==> config.mk <==
export PLATFORM = sky130hd
export DESIGN_NAME = store_mcu_top
export DESIGN_NICKNAME = d
export VERILOG_FILES = /design/src/logic/mcu_ctrl_pkg.sv /design/src/logic/vec_cfg_pkg.sv /design/src/logic/store_cfg_if.sv /design/src/logic/store_accept_ctrl.sv /design/src/logic/store_drain_ctrl.sv /design/src/logic/store_mcu_top.sv
export VERILOG_INCLUDE_DIRS = /design/src /design/src/logic
export SDC_FILE = /design/constraint.sdc
export NUM_CORES = 1
export LEC_CHECK = 0
export BUFFER_PORTS_ARGS = -buffer_cell sky130_fd_sc_hd__buf_2
export CAP_MARGIN = 40
export CORE_AREA = 4 4 54 56
export CTS_CLUSTER_DIAMETER = 150
export DETAILED_ROUTE_END_ITERATION = 16
export DIE_AREA = 0 0 58 60
export MAX_ROUTING_LAYER = met4
export PLACE_DENSITY = 0.7
export SYNTH_ARGS = -nofsm -noshare
export SYNTH_HDL_FRONTEND = slang
export SYNTH_HIERARCHICAL = 1
export SYNTH_SLANG_ARGS = --single-unit
export TNS_END_PERCENT = 1
==> constraint.sdc <==
create_clock -name clk -period 1.5 [get_ports clk]
set_clock_uncertainty 0.05 [all_clocks]
set_input_delay 0.225 -clock clk [delete_from_list [all_inputs] [get_ports clk]]
set_output_delay 0.225 -clock clk [all_outputs]
set_load 0.005 [all_outputs]
==> src/logic/mcu_settings.svh <==
/*
  Field widths, encodings and timing constants of the store MCU
*/
`ifndef MCU_SETTINGS_SVH
`define MCU_SETTINGS_SVH

// Width of the SEW, LMUL and memory width codes
`define MCU_CODE_W 3

// Store type vector, packed as {unit, strided}
`define MCU_TYPE_W 2
`define MCU_TYPE_STRIDED 2'b01

// LMUL code with no legal grouping, also marks an EMUL out of range
`define MCU_LMUL_RSVD 3'd4

// Store data buffer read latency in cycles
`define MCU_RD_LAT 2

`endif

==> src/logic/mcu_ctrl_pkg.sv <==
/*
  State encodings of the store accept and store drain FSMs
*/
`default_nettype none

package mcu_ctrl_pkg;

  // Command acceptance and lane write side
  typedef enum logic [1:0] {
    ACC_IDLE,
    ACC_BUFFED,
    ACC_WRITE,
    ACC_WAIT
  } accept_state_e;

  // Buffer read and AXI write stream side
  typedef enum logic [1:0] {
    DRN_IDLE,
    DRN_UNIT,
    DRN_STRIDED,
    DRN_STRIDED_WAIT
  } drain_state_e;

endpackage

`default_nettype wire

==> src/logic/vec_cfg_pkg.sv <==
/*
  Vector configuration types: SEW, LMUL, memory width, store type and mode
*/
`default_nettype none
`include "mcu_settings.svh"

package vec_cfg_pkg;

  // Element width code, 0..3 is 8, 16, 32, 64 bits
  typedef logic [`MCU_CODE_W-1:0] sew_t;

  // Register grouping as signed log2
  // 0..3 is 1, 2, 4, 8 and 5..7 is 1/8, 1/4, 1/2
  typedef logic [`MCU_CODE_W-1:0] lmul_t;

  // Memory element width, coded like SEW
  typedef logic [`MCU_CODE_W-1:0] width_t;

  // One-hot store type from the scheduler
  typedef logic [`MCU_TYPE_W-1:0] st_type_t;

  typedef enum logic {
    ST_UNIT,
    ST_STRIDED
  } st_mode_e;

endpackage

`default_nettype wire

==> src/logic/store_cfg_if.sv <==
/*
  Captured store configuration and start/done hand-off between the
  accept and drain controllers
*/
`timescale 1ns/1ps
`default_nettype none

interface store_cfg_if;

  vec_cfg_pkg::st_mode_e mode;
  vec_cfg_pkg::sew_t     data_sew;
  vec_cfg_pkg::lmul_t    data_lmul;

  // One-cycle pulses, start from accept and done from drain
  logic                  start;
  logic                  done;

  modport accept (
    output mode,
    output data_sew,
    output data_lmul,
    output start,
    input  done
  );

  modport drain (
    input  mode,
    input  data_sew,
    input  data_lmul,
    input  start,
    output done
  );

endinterface

`default_nettype wire

==> src/logic/store_accept_ctrl.sv <==
/*
  Store command acceptance, EMUL computation and configuration registers
  Lane write FSM that fills the store data buffer
*/
`timescale 1ns/1ps
`default_nettype none
`include "mcu_settings.svh"

module store_accept_ctrl (
  input  logic                   clk,
  input  logic                   rstn,
  // Scheduler command
  input  logic                   st_vld_i,
  output logic                   st_rdy_o,
  input  logic                   unit_i,
  input  logic                   strided_i,
  input  vec_cfg_pkg::sew_t      sew_i,
  input  vec_cfg_pkg::lmul_t     lmul_i,
  input  vec_cfg_pkg::width_t    width_i,
  // Buffer control
  output logic                   baseaddr_set_o,
  output logic                   cfg_update_o,
  output logic                   cntr_rst_o,
  output logic                   sbuff_wen_o,
  input  logic                   wdone_i,
  // Vector lanes
  input  logic                   lane_dvalid_i,
  output logic                   lane_rdy_o,
  // Hand-off to the drain side
  store_cfg_if.accept            cfg
);

  //////////////////////////////
  // Declarations
  //////////////////////////////

  vec_cfg_pkg::st_type_t        st_type;
  vec_cfg_pkg::st_mode_e        mode_in;
  logic [`MCU_CODE_W+1:0]       emul_log2;
  logic                         emul_fits;
  vec_cfg_pkg::lmul_t           emul;
  logic                         accept;

  vec_cfg_pkg::st_mode_e        mode_q;
  vec_cfg_pkg::sew_t            data_sew_q;
  vec_cfg_pkg::lmul_t           data_lmul_q;

  mcu_ctrl_pkg::accept_state_e  state_q;
  mcu_ctrl_pkg::accept_state_e  state_d;

  //////////////////////////////
  // Command decode and EMUL
  //////////////////////////////

  assign st_type = {unit_i, strided_i};
  assign mode_in = (st_type == `MCU_TYPE_STRIDED) ? vec_cfg_pkg::ST_STRIDED
                                                   : vec_cfg_pkg::ST_UNIT;

  // log2(EMUL) = log2(LMUL) + width - SEW, LMUL sign-extended
  assign emul_log2 = {{2{lmul_i[`MCU_CODE_W-1]}}, lmul_i}
                   + {2'b00, width_i}
                   - {2'b00, sew_i};

  // Result must fit the signed LMUL code, -4 is the reserved code anyway
  assign emul_fits = (emul_log2[`MCU_CODE_W+1:`MCU_CODE_W-1] ==
                      {3{emul_log2[`MCU_CODE_W-1]}});
  assign emul = emul_fits ? emul_log2[`MCU_CODE_W-1:0] : `MCU_LMUL_RSVD;

  assign accept = st_vld_i && st_rdy_o;

  // Configuration of the accepted store, effective width replaces SEW
  always_ff @(posedge clk) begin
    if (accept) begin
      mode_q      <= mode_in;
      data_sew_q  <= width_i;
      data_lmul_q <= emul;
    end
  end

  assign cfg.mode      = mode_q;
  assign cfg.data_sew  = data_sew_q;
  assign cfg.data_lmul = data_lmul_q;

  //////////////////////////////
  // Lane write FSM
  //////////////////////////////

  always_ff @(posedge clk or negedge rstn) begin
    if (!rstn) begin
      state_q <= mcu_ctrl_pkg::ACC_IDLE;
    end else begin
      state_q <= state_d;
    end
  end

  always_comb begin
    state_d        = state_q;
    st_rdy_o       = 1'b0;
    baseaddr_set_o = 1'b0;
    cfg_update_o   = 1'b0;
    cntr_rst_o     = 1'b0;
    lane_rdy_o     = 1'b0;
    sbuff_wen_o    = 1'b0;
    cfg.start      = 1'b0;

    case (state_q)
      mcu_ctrl_pkg::ACC_IDLE: begin
        st_rdy_o = 1'b1;
        if (st_vld_i) begin
          baseaddr_set_o = 1'b1;
          state_d        = mcu_ctrl_pkg::ACC_BUFFED;
        end
      end

      // New config is registered, push it to the buffer and wake the drain
      mcu_ctrl_pkg::ACC_BUFFED: begin
        cfg_update_o = 1'b1;
        cntr_rst_o   = 1'b1;
        cfg.start    = 1'b1;
        state_d      = mcu_ctrl_pkg::ACC_WRITE;
      end

      mcu_ctrl_pkg::ACC_WRITE: begin
        lane_rdy_o  = 1'b1;
        sbuff_wen_o = lane_dvalid_i;
        if (lane_dvalid_i && wdone_i) begin
          state_d = mcu_ctrl_pkg::ACC_WAIT;
        end
      end

      // Hold off the next command until the buffer is drained
      mcu_ctrl_pkg::ACC_WAIT: begin
        if (cfg.done) begin
          state_d = mcu_ctrl_pkg::ACC_IDLE;
        end
      end

      default: begin
        state_d = mcu_ctrl_pkg::ACC_IDLE;
      end
    endcase
  end

endmodule

`default_nettype wire

==> src/logic/store_drain_ctrl.sv <==
/*
  Store buffer read FSM with read-valid delay pipe
  Drives the AXI write stream valid, write start and base address update
*/
`timescale 1ns/1ps
`default_nettype none
`include "mcu_settings.svh"

module store_drain_ctrl (
  input  logic          clk,
  input  logic          rstn,
  // Store data buffer read side
  output logic          sbuff_ren_o,
  output logic          sbuff_read_stall_o,
  input  logic          sbuff_read_rdy_i,
  input  logic          sbuff_read_done_i,
  output logic          baseaddr_update_o,
  // AXI write master
  output logic          ctrl_wstart_o,
  input  logic          ctrl_wdone_i,
  output logic          wr_tvalid_o,
  input  logic          wr_tready_i,
  // Hand-off from the accept side
  store_cfg_if.drain    cfg
);

  //////////////////////////////
  // Declarations
  //////////////////////////////

  mcu_ctrl_pkg::drain_state_e  state_q;
  mcu_ctrl_pkg::drain_state_e  state_d;

  logic [`MCU_RD_LAT-1:0]      rvalid_q;
  logic                        read_done_q;
  logic                        burst_req;
  logic                        burst_req_q;
  logic                        buf_wait;
  logic                        beat;

  //////////////////////////////
  // Read issue and valid pipe
  //////////////////////////////

  // Burst request is up in both reading states
  assign burst_req = (state_q == mcu_ctrl_pkg::DRN_UNIT) ||
                     (state_q == mcu_ctrl_pkg::DRN_STRIDED);

  // Buffer still owes data but has none ready
  assign buf_wait = burst_req && !sbuff_read_rdy_i && !read_done_q;

  assign sbuff_ren_o = burst_req && sbuff_read_rdy_i && wr_tready_i && !read_done_q;

  // Freeze the buffer output and our valid pipe together
  assign sbuff_read_stall_o = (state_q == mcu_ctrl_pkg::DRN_STRIDED_WAIT) ||
                              (burst_req && (!wr_tready_i || buf_wait));

  assign wr_tvalid_o = burst_req && rvalid_q[`MCU_RD_LAT-1] && !buf_wait;
  assign beat        = wr_tvalid_o && wr_tready_i;

  always_ff @(posedge clk or negedge rstn) begin
    if (!rstn) begin
      rvalid_q <= '0;
    end else if (!sbuff_read_stall_o) begin
      rvalid_q <= {rvalid_q[`MCU_RD_LAT-2:0], sbuff_ren_o};
    end
  end

  // Sticky once the last element has been read out of the buffer
  always_ff @(posedge clk or negedge rstn) begin
    if (!rstn) begin
      read_done_q <= 1'b0;
    end else if (cfg.start) begin
      read_done_q <= 1'b0;
    end else if (sbuff_ren_o && sbuff_read_done_i) begin
      read_done_q <= 1'b1;
    end
  end

  // Write start is the rising edge of the burst request
  always_ff @(posedge clk or negedge rstn) begin
    if (!rstn) begin
      burst_req_q <= 1'b0;
    end else begin
      burst_req_q <= burst_req;
    end
  end

  assign ctrl_wstart_o = burst_req && !burst_req_q;

  //////////////////////////////
  // Drain FSM
  //////////////////////////////

  always_ff @(posedge clk or negedge rstn) begin
    if (!rstn) begin
      state_q <= mcu_ctrl_pkg::DRN_IDLE;
    end else begin
      state_q <= state_d;
    end
  end

  always_comb begin
    state_d           = state_q;
    baseaddr_update_o = 1'b0;
    cfg.done          = 1'b0;

    case (state_q)
      mcu_ctrl_pkg::DRN_IDLE: begin
        if (cfg.start) begin
          if (cfg.mode == vec_cfg_pkg::ST_STRIDED) begin
            state_d = mcu_ctrl_pkg::DRN_STRIDED;
          end else begin
            state_d = mcu_ctrl_pkg::DRN_UNIT;
          end
        end
      end

      // One burst for the whole vector
      mcu_ctrl_pkg::DRN_UNIT: begin
        if (ctrl_wdone_i) begin
          cfg.done = 1'b1;
          state_d  = mcu_ctrl_pkg::DRN_IDLE;
        end
      end

      // One element per burst
      mcu_ctrl_pkg::DRN_STRIDED: begin
        if (beat) begin
          state_d = mcu_ctrl_pkg::DRN_STRIDED_WAIT;
        end
      end

      mcu_ctrl_pkg::DRN_STRIDED_WAIT: begin
        if (ctrl_wdone_i) begin
          baseaddr_update_o = 1'b1;
          if ((rvalid_q == '0) && read_done_q) begin
            cfg.done = 1'b1;
            state_d  = mcu_ctrl_pkg::DRN_IDLE;
          end else begin
            state_d = mcu_ctrl_pkg::DRN_STRIDED;
          end
        end
      end

      default: begin
        state_d = mcu_ctrl_pkg::DRN_IDLE;
      end
    endcase
  end

endmodule

`default_nettype wire

==> src/logic/store_mcu_top.sv <==
/*
  Store side of the vector memory control unit
  Accept and drain controllers joined by the store configuration interface
*/
`timescale 1ns/1ps
`default_nettype none

module store_mcu_top (
  input  logic                   clk,
  input  logic                   rstn,
  // Scheduler command
  input  logic                   st_vld_i,
  output logic                   st_rdy_o,
  input  logic                   unit_i,
  input  logic                   strided_i,
  input  vec_cfg_pkg::sew_t      sew_i,
  input  vec_cfg_pkg::lmul_t     lmul_i,
  input  vec_cfg_pkg::width_t    width_i,
  // Buffer configuration
  output vec_cfg_pkg::sew_t      cfg_data_sew_o,
  output vec_cfg_pkg::lmul_t     cfg_data_lmul_o,
  output logic                   cfg_update_o,
  output logic                   cntr_rst_o,
  output logic                   baseaddr_set_o,
  output logic                   baseaddr_update_o,
  // Buffer write and read control
  output logic                   sbuff_wen_o,
  input  logic                   wdone_i,
  output logic                   sbuff_ren_o,
  output logic                   sbuff_read_stall_o,
  input  logic                   sbuff_read_rdy_i,
  input  logic                   sbuff_read_done_i,
  // Vector lanes
  input  logic                   lane_dvalid_i,
  output logic                   lane_rdy_o,
  // AXI write master
  output logic                   ctrl_wstart_o,
  input  logic                   ctrl_wdone_i,
  output logic                   wr_tvalid_o,
  input  logic                   wr_tready_i
);

  store_cfg_if cfg_bus ();

  store_accept_ctrl u_accept (
    .clk            (clk),
    .rstn           (rstn),
    .st_vld_i       (st_vld_i),
    .st_rdy_o       (st_rdy_o),
    .unit_i         (unit_i),
    .strided_i      (strided_i),
    .sew_i          (sew_i),
    .lmul_i         (lmul_i),
    .width_i        (width_i),
    .baseaddr_set_o (baseaddr_set_o),
    .cfg_update_o   (cfg_update_o),
    .cntr_rst_o     (cntr_rst_o),
    .sbuff_wen_o    (sbuff_wen_o),
    .wdone_i        (wdone_i),
    .lane_dvalid_i  (lane_dvalid_i),
    .lane_rdy_o     (lane_rdy_o),
    .cfg            (cfg_bus.accept)
  );

  store_drain_ctrl u_drain (
    .clk                (clk),
    .rstn               (rstn),
    .sbuff_ren_o        (sbuff_ren_o),
    .sbuff_read_stall_o (sbuff_read_stall_o),
    .sbuff_read_rdy_i   (sbuff_read_rdy_i),
    .sbuff_read_done_i  (sbuff_read_done_i),
    .baseaddr_update_o  (baseaddr_update_o),
    .ctrl_wstart_o      (ctrl_wstart_o),
    .ctrl_wdone_i       (ctrl_wdone_i),
    .wr_tvalid_o        (wr_tvalid_o),
    .wr_tready_i        (wr_tready_i),
    .cfg                (cfg_bus.drain)
  );

  // Captured configuration goes straight out to the buffer
  assign cfg_data_sew_o  = cfg_bus.data_sew;
  assign cfg_data_lmul_o = cfg_bus.data_lmul;

endmodule

`default_nettype wire

==> results of run 1 <==
==> power by group through the flow <==
stage / combinational (mW) / clock, mW / sequential, mW
global placement: 1.23 / 0 / 0.672
finish: 1.55 / 0.220 / 0.677
CTS: 1.46 / 0.232 / 0.677
detailed placement: 1.30 / 0 / 0.681
floorplan: 0.803 / 0 / 0.670
global route: 1.71 / 0.254 / 0.698
==> metal layers <==
metal / vias up / GRT usage
met3: 4 / 0.0346
met5: - / -
met2: 23 / 0.284
met1: 418 / 0.160
li1: 438 / -
met4: 0 / 0.0397
==> cell usage after synthesis <==
cell type	n
a21boi_1	2
xor2_1	1
a21boi_0	2
mux2_1	2
a41oi_1	1
and3_1	1
nand2_1	3
o2111ai_1	1
buf_4	2
nand2b_1	1
o22ai_1	1
o21ai_1	1
and2_1	3
fa_1	3
nor2_1	4
nor2b_1	4
nand3_1	2
o31ai_1	1
dfrtp_1	8
edfxtp_1	7
o32a_1	1
a21oi_1	4
a21oi_2	2
o211a_1	1
o21ai_0	3
a31oi_1	1
inv_1	21
a221oi_1	1
or3_1	1
ha_1	14
mux2i_1	2
==> layout by cell type (no fill, tap or decap), types with 2 or more instances in the layout <==
| cell type | instances |
|---|---|
| edfxtp_1 | 7 |
| and2_4 | 2 |
| buf_4 | 9 |
| fa_1 | 2 |
| a21boi_2 | 2 |
| mux2_1 | 2 |
| a21oi_2 | 3 |
| ha_2 | 4 |
| o21ai_0 | 2 |
| inv_1 | 16 |
| inv_2 | 4 |
| a21oi_1 | 2 |
| nand2_1 | 3 |
| a21boi_0 | 2 |
| buf_6 | 4 |
| clkbuf_4 | 3 |
| buf_2 | 33 |
| ha_1 | 7 |
| mux2i_1 | 2 |
| dfrtp_1 | 8 |
| nor2_1 | 3 |
| nor2b_1 | 3 |
| ha_4 | 3 |
==> logic make-up (layout without fill, tap and decap cells) <==
family / after synthesis / count (layout) / share of synthesized area
buffers and inverters: 23 / 72 / 0.0899
AO/OA/AOI/OAI: 22 / 22 / 0.147
AND/OR/NAND/NOR: 19 / 19 / 0.0947
adder cells (fa/ha/maj): 17 / 17 / 0.225
flip-flops: 15 / 15 / 0.393
multiplexers: 4 / 4 / 0.0408
XOR/XNOR: 1 / 1 / 0.00839
==> flip-flops by register name (all words and copies together) (netlist names) <==
signal / flops
u_drain/rvalid_q: 2
u_accept/cfg.data_sew: 3
u_drain/state_q: 2
u_accept/cfg.mode: 1
u_drain/read_done_q: 1
u_drain/burst_req_q: 1
u_accept/state_q: 2
u_accept/cfg.data_lmul: 3
==> metrics by stage <==
stage,std cells,TNS [ns],area (um2),power [mW],hold slack [ns]
2_1_floorplan,101,-1.43,1070,1.47,-0.121
3_3_place_gp,174,-2.24,1340,1.90,0.0312
3_5_place_dp,174,-2.77,1340,1.98,0.0378
4_1_cts,180,-2.06,1450,2.36,0.0754
5_1_grt,180,-3.36,1500,2.66,0.0771
6_report,180,-2.10,1500,2.44,0.0854
==> what timing repair did <==
action,CTS,global route
setup endpoints to repair,23,20
pin swaps,11,7
hold endpoints to repair,8,0
resized for setup,19,12
hold buffers,1,0
buffers inserted,1,0
==> worst max-delay path, delay by kind of cell <==
kind | cells | cell delay, ns
adder cells (fa/ha/maj) | 2 | 0.89
AND/OR/NAND/NOR | 2 | 0.42
XOR/XNOR | 1 | 0.18
buffers and inverters | 3 | 0.15
AO/OA/AOI/OAI | 1 | 0.13
==> cell type report <==
cell class / count / area [um2]
clock buffers: 3 / 22.5
clock inverters: 1 / 5.00
fillers: 215 / 928
inverters: 21 / 86.3
multi-input cells: 63 / 654
flip-flops and latches: 15 / 410
well taps: 30 / 37.5
repair buffers: 47 / 288
==> final timing paths <==
check,to,slack (ns),startpoint
worst min register to register,u_drain/rvalid_q[0],0.50,u_drain/rvalid_q[0]
worst min-delay path,u_accept/cfg.data_sew[0],0.09,width_i[0]
worst max-delay path,u_accept/cfg.data_lmul[1],-0.42,width_i[1]
worst max register to register,u_accept/state_q[0],-0.05,u_drain/state_q[1]
max in group asynchronous,u_drain/rvalid_q[0],0.95,rstn
min in group asynchronous,u_accept/state_q[0],0.26,rstn
==> results.yml, run 1 <==
status:
  status: "finished, violations left"
  violations: "negative setup slack"
yosys:
  yosysTopAreaCell: "edfxtp_1"
  netlist_area_mm2: 0.00104
  avgSynthCellArea_um2: 10.3
  synth-seq-cells: 15
  synth_top_area_frac: 0.201
  yosys_warnings: 6
  synthCells: 101
  synthTopCellsByArea: "edfxtp_1 (20%), dfrtp_1 (19%), ha_1 (17%)"
  synth_cell_type_count: 31
  synth_fp_nets: 138
  seq_area_frac_synth: 0.393
power:
  swShare: 0.390
  switchingPower_mw: 0.954
  pwr-share-seq: 0.277
  pwr_density_cell_mw_per_mm2: 1630
  share_comb_of_total_power: 0.633
  p_int_mw: 1.49
  vdd_drop_max_mv: 0.932
  power.share.clock: 0.090
  p_leak_nw: 0.740
clocking:
  insertion_delay_ns: 0.27
  clock_tree.buffer_depth: 2
  cts.sinks: 15
  cts_htree_levels: 1
  cts_made_buffers: 3
  cts.root.buffer_cell: "clkbuf_4"
  cts_tree: "yes"
  clk_pin_slew_ns: 0.09
routing:
  drtIter0Drc: 8
  via_per_inst: 4.91
  ant_nets: 0
  drtPass1Iterations: 4
  m1WireLength_um: 917
  wl_met2_um: 1290
  top_layer_used: "met4"
  met3_length_um: 148
  wl_per_cell_um: 13.3
  vias: 883
  drc: 0
  wirelength_um: 2390
die:
  fp.dieW_um: 58
  core-area_mm2: 0.00243
  num_rows: 18
  io_pins: 37
  start_util: 0.429
  die_area_mm2: 0.00348
  dieHeight_um: 60
job:
  drv_cap: 0
global_routing:
  grt-ovfl-total: 0
  grt_pass1_vias: 907
  antenna_found_initial: 0
  grt_usage: 0.152
  grt_max_degree: 10
  grt_pass1_wl_um: 3910
timing:
  hold_viol: 0
  fin_crit_sh: 1.28
  fmax_ghz: 0.522
  drv_slew: 0
  finalSetupViolations: 12
  fin_crit_ns: 1.92
  relSlewSlack: 0.814
  worst_pin_slew_ns: 0.277
  fin_ws_ns: -0.416
  rsz0062_at_grt: "yes"
finish:
  area_growth_syn_to_layout_pct: 44.1
  fin_util: 0.618
  fin_nets: 188
  antenna_cells: 0
  drive_gt1_frac: 0.527
setup_path:
  max_stage_delay_ns: 0.54
  end_kind: "register"
  crit_top_cell: "inv_2"
  worstPathMaxFanout: 2
  start_kind: "input port"
  critPathSlowestCell: "fa_1"
  r2r_cells: 7
  critPathKind: "in2reg"
  cp.arrival_ns: 2.00
  path_cells: "buf_6 -> inv_2 -> fa_1 -> inv_2 -> fa_2 -> xor2_2 -> nand2_1 -> or3_4 -> a21boi_2"
  required_ns: 1.59
min_path:
  hold_path.class: "in2reg"
  holdPathStages: 1
placement:
  place_hpwl_um: 1910
  io_buffers: 36
  gp_congestion: 0.909
  place_ws_ns: -0.801
(Power assumes the default switching activity.)
==> inputs of run 2 (changes only) <==
==> constraint.sdc (replaced) <==
create_clock -name clk -period 1.5 [get_ports clk]
set_clock_uncertainty 0.05 [all_clocks]
set_input_delay 0.15 -clock clk [delete_from_list [all_inputs] [get_ports clk]]
set_output_delay 0.15 -clock clk [all_outputs]
set_load 0.005 [all_outputs]
==> results.yml, run 2 (same netlist as run 1, synthesis figures left out) <==
status:
  violations: "negative setup slack"
  status: "finished, violations left"
routing:
  via_per_inst: 4.98
  wl_per_cell_um: 13.2
  drc: 0
  wirelength_um: 2370
  ant_nets: 0
  drtIter0Drc: 22
  vias: 897
  drtPass1Iterations: 4
job:
  drv_cap: 0
global_routing:
  met3_usage: 0.0367
  grt_pass1_vias: 876
  use_met1: 0.147
  met2_usage: 0.240
  grt-ovfl-total: 0
  grt-busiest-layer: "met2"
  antenna_found_initial: 0
  grt_max_degree: 10
  grt_usage: 0.143
  grt_pass1_wl_um: 3590
power:
  power_mw: 2.44
  p_leak_nw: 0.739
  vdd_drop_max_mv: 0.842
  pwr_density_cell_mw_per_mm2: 1610
min_path:
  hold_path.class: "in2reg"
  holdPathStages: 2
placement:
  io_buffers: 36
  dp.cells: 172
  place_hpwl_um: 1800
  gp_congestion: 0.907
  placed_cell_area_mm2: 0.00133
die:
  io_pins: 37
  die_area_mm2: 0.00348
  start_util: 0.429
  dieHeight_um: 60
  fp.dieW_um: 58
  core-area_mm2: 0.00243
  num_rows: 18
finish:
  seq_area_um2: 410
  drive_gt1_frac: 0.507
  final_area_mm2: 0.00151
  area_growth_syn_to_layout_pct: 45.1
  fin_util: 0.622
  antenna_cells: 0
  layout_common_cells: "buf_2 (32), inv_1 (14), dfrtp_1 (8)"
  n_fill_cell: 207
  final_common_cell: "buf_2"
  fin_nets: 188
  fin_cells: 180
  multi_input_area_um2: 653
timing:
  fin_ws_ns: -0.331
  worst_pin_slew_ns: 0.353
  fmax_ghz: 0.546
  setup_tns_ns: -1.42
  drv_slew: 0
  rsz0062_at_grt: "yes"
  hold_viol: 0
  relSlewSlack: 0.762
  finalSetupViolations: 10
  fin_crit_sh: 1.22
  fin_crit_ns: 1.83
clocking:
  insertion_delay_ns: 0.28
  cts_made_buffers: 3
  cts_htree_levels: 1
  cts_tree: "yes"
  clock_tree.buffer_depth: 2
  clk_pin_slew_ns: 0.09
  cts.sinks: 15
  cts.root.buffer_cell: "clkbuf_4"
setup_path:
  r2r_cells: 7
  start_kind: "input port"
  end_kind: "register"
  critPathKind: "in2reg"
  required_ns: 1.60
  cp.arrival_ns: 1.93
  worstPathMaxFanout: 2
run 2: changes by cell type in the layout (fill, tap and decap cells not counted), sizes merged:
cell,change
buf,-2
dlygate4sd3,+2
run 2: critical path, cell delays in order:
cell      delay, ns
buf_6          0.07
inv_2          0.03
fa_1           0.54
inv_2          0.05
fa_2           0.37
xor2_2         0.17
nand2_1        0.07
or3_4          0.34
a21boi_2       0.14
run 2: report_power, final:
| part | internal (mW) | switching, mW | total [mW] |
|---|---|---|---|
| Combinational | 0.799 | 0.724 | 1.52 |
| Clock | 0.0990 | 0.130 | 0.229 |
| Sequential | 0.587 | 0.102 | 0.688 |
| Total | 1.48 | 0.955 | 2.44 |
run 2: per-layer routing:
metal  part of all wire  vias to the layer above
met1               0.38                      424
met3              0.064                        6
met4              0.027                        0
met2               0.52                       29
met5                  0                        -
li1                   -                      438
run 2: final cells by class:
class	count	share of cell area
Clock buffer	3	0.0149
Timing Repair Buffer	47	0.198
Clock inverter	1	0.00331
Multi-Input combinational cell	63	0.431
Inverter	21	0.0570
Tap cell	30	0.0248
Sequential cell	15	0.271
run 2: what timing repair did:
item / 4_1_cts / 5_1_grt
buffers inserted: 1 / 0
resized for setup: 21 / 11
endpoints found under the hold margin: 9 / 1
pin swaps: 10 / 4
hold buffers: 2 / 1
cloned: 0 / 0
endpoints found under the setup margin: 19 / 14
run 2: through the flow:
step | worst slack (ns) | hold slack, ns
2_1_floorplan | -0.465 | -0.196
3_3_place_gp | -0.669 | -0.0449
3_5_place_dp | -0.692 | -0.0329
4_1_cts | -0.306 | 0.00193
5_1_grt | -0.390 | 0.0708
6_report | -0.331 | 0.0816
run 2: path summary, 6_finish.rpt:
path / startpoint / endpoint / slack, ns
hold / removal: width_i[1] / u_accept/cfg.data_sew[1] / 0.08
hold reg to reg: u_drain/rvalid_q[0] / u_drain/rvalid_q[0] / 0.49
setup reg to reg: u_drain/state_q[1] / u_accept/state_q[0] / -0.08
max in group asynchronous: rstn / u_drain/rvalid_q[1] / 1.04
setup / recovery: width_i[1] / u_accept/cfg.data_lmul[0] / -0.33
min in group asynchronous: rstn / u_accept/state_q[0] / 0.18
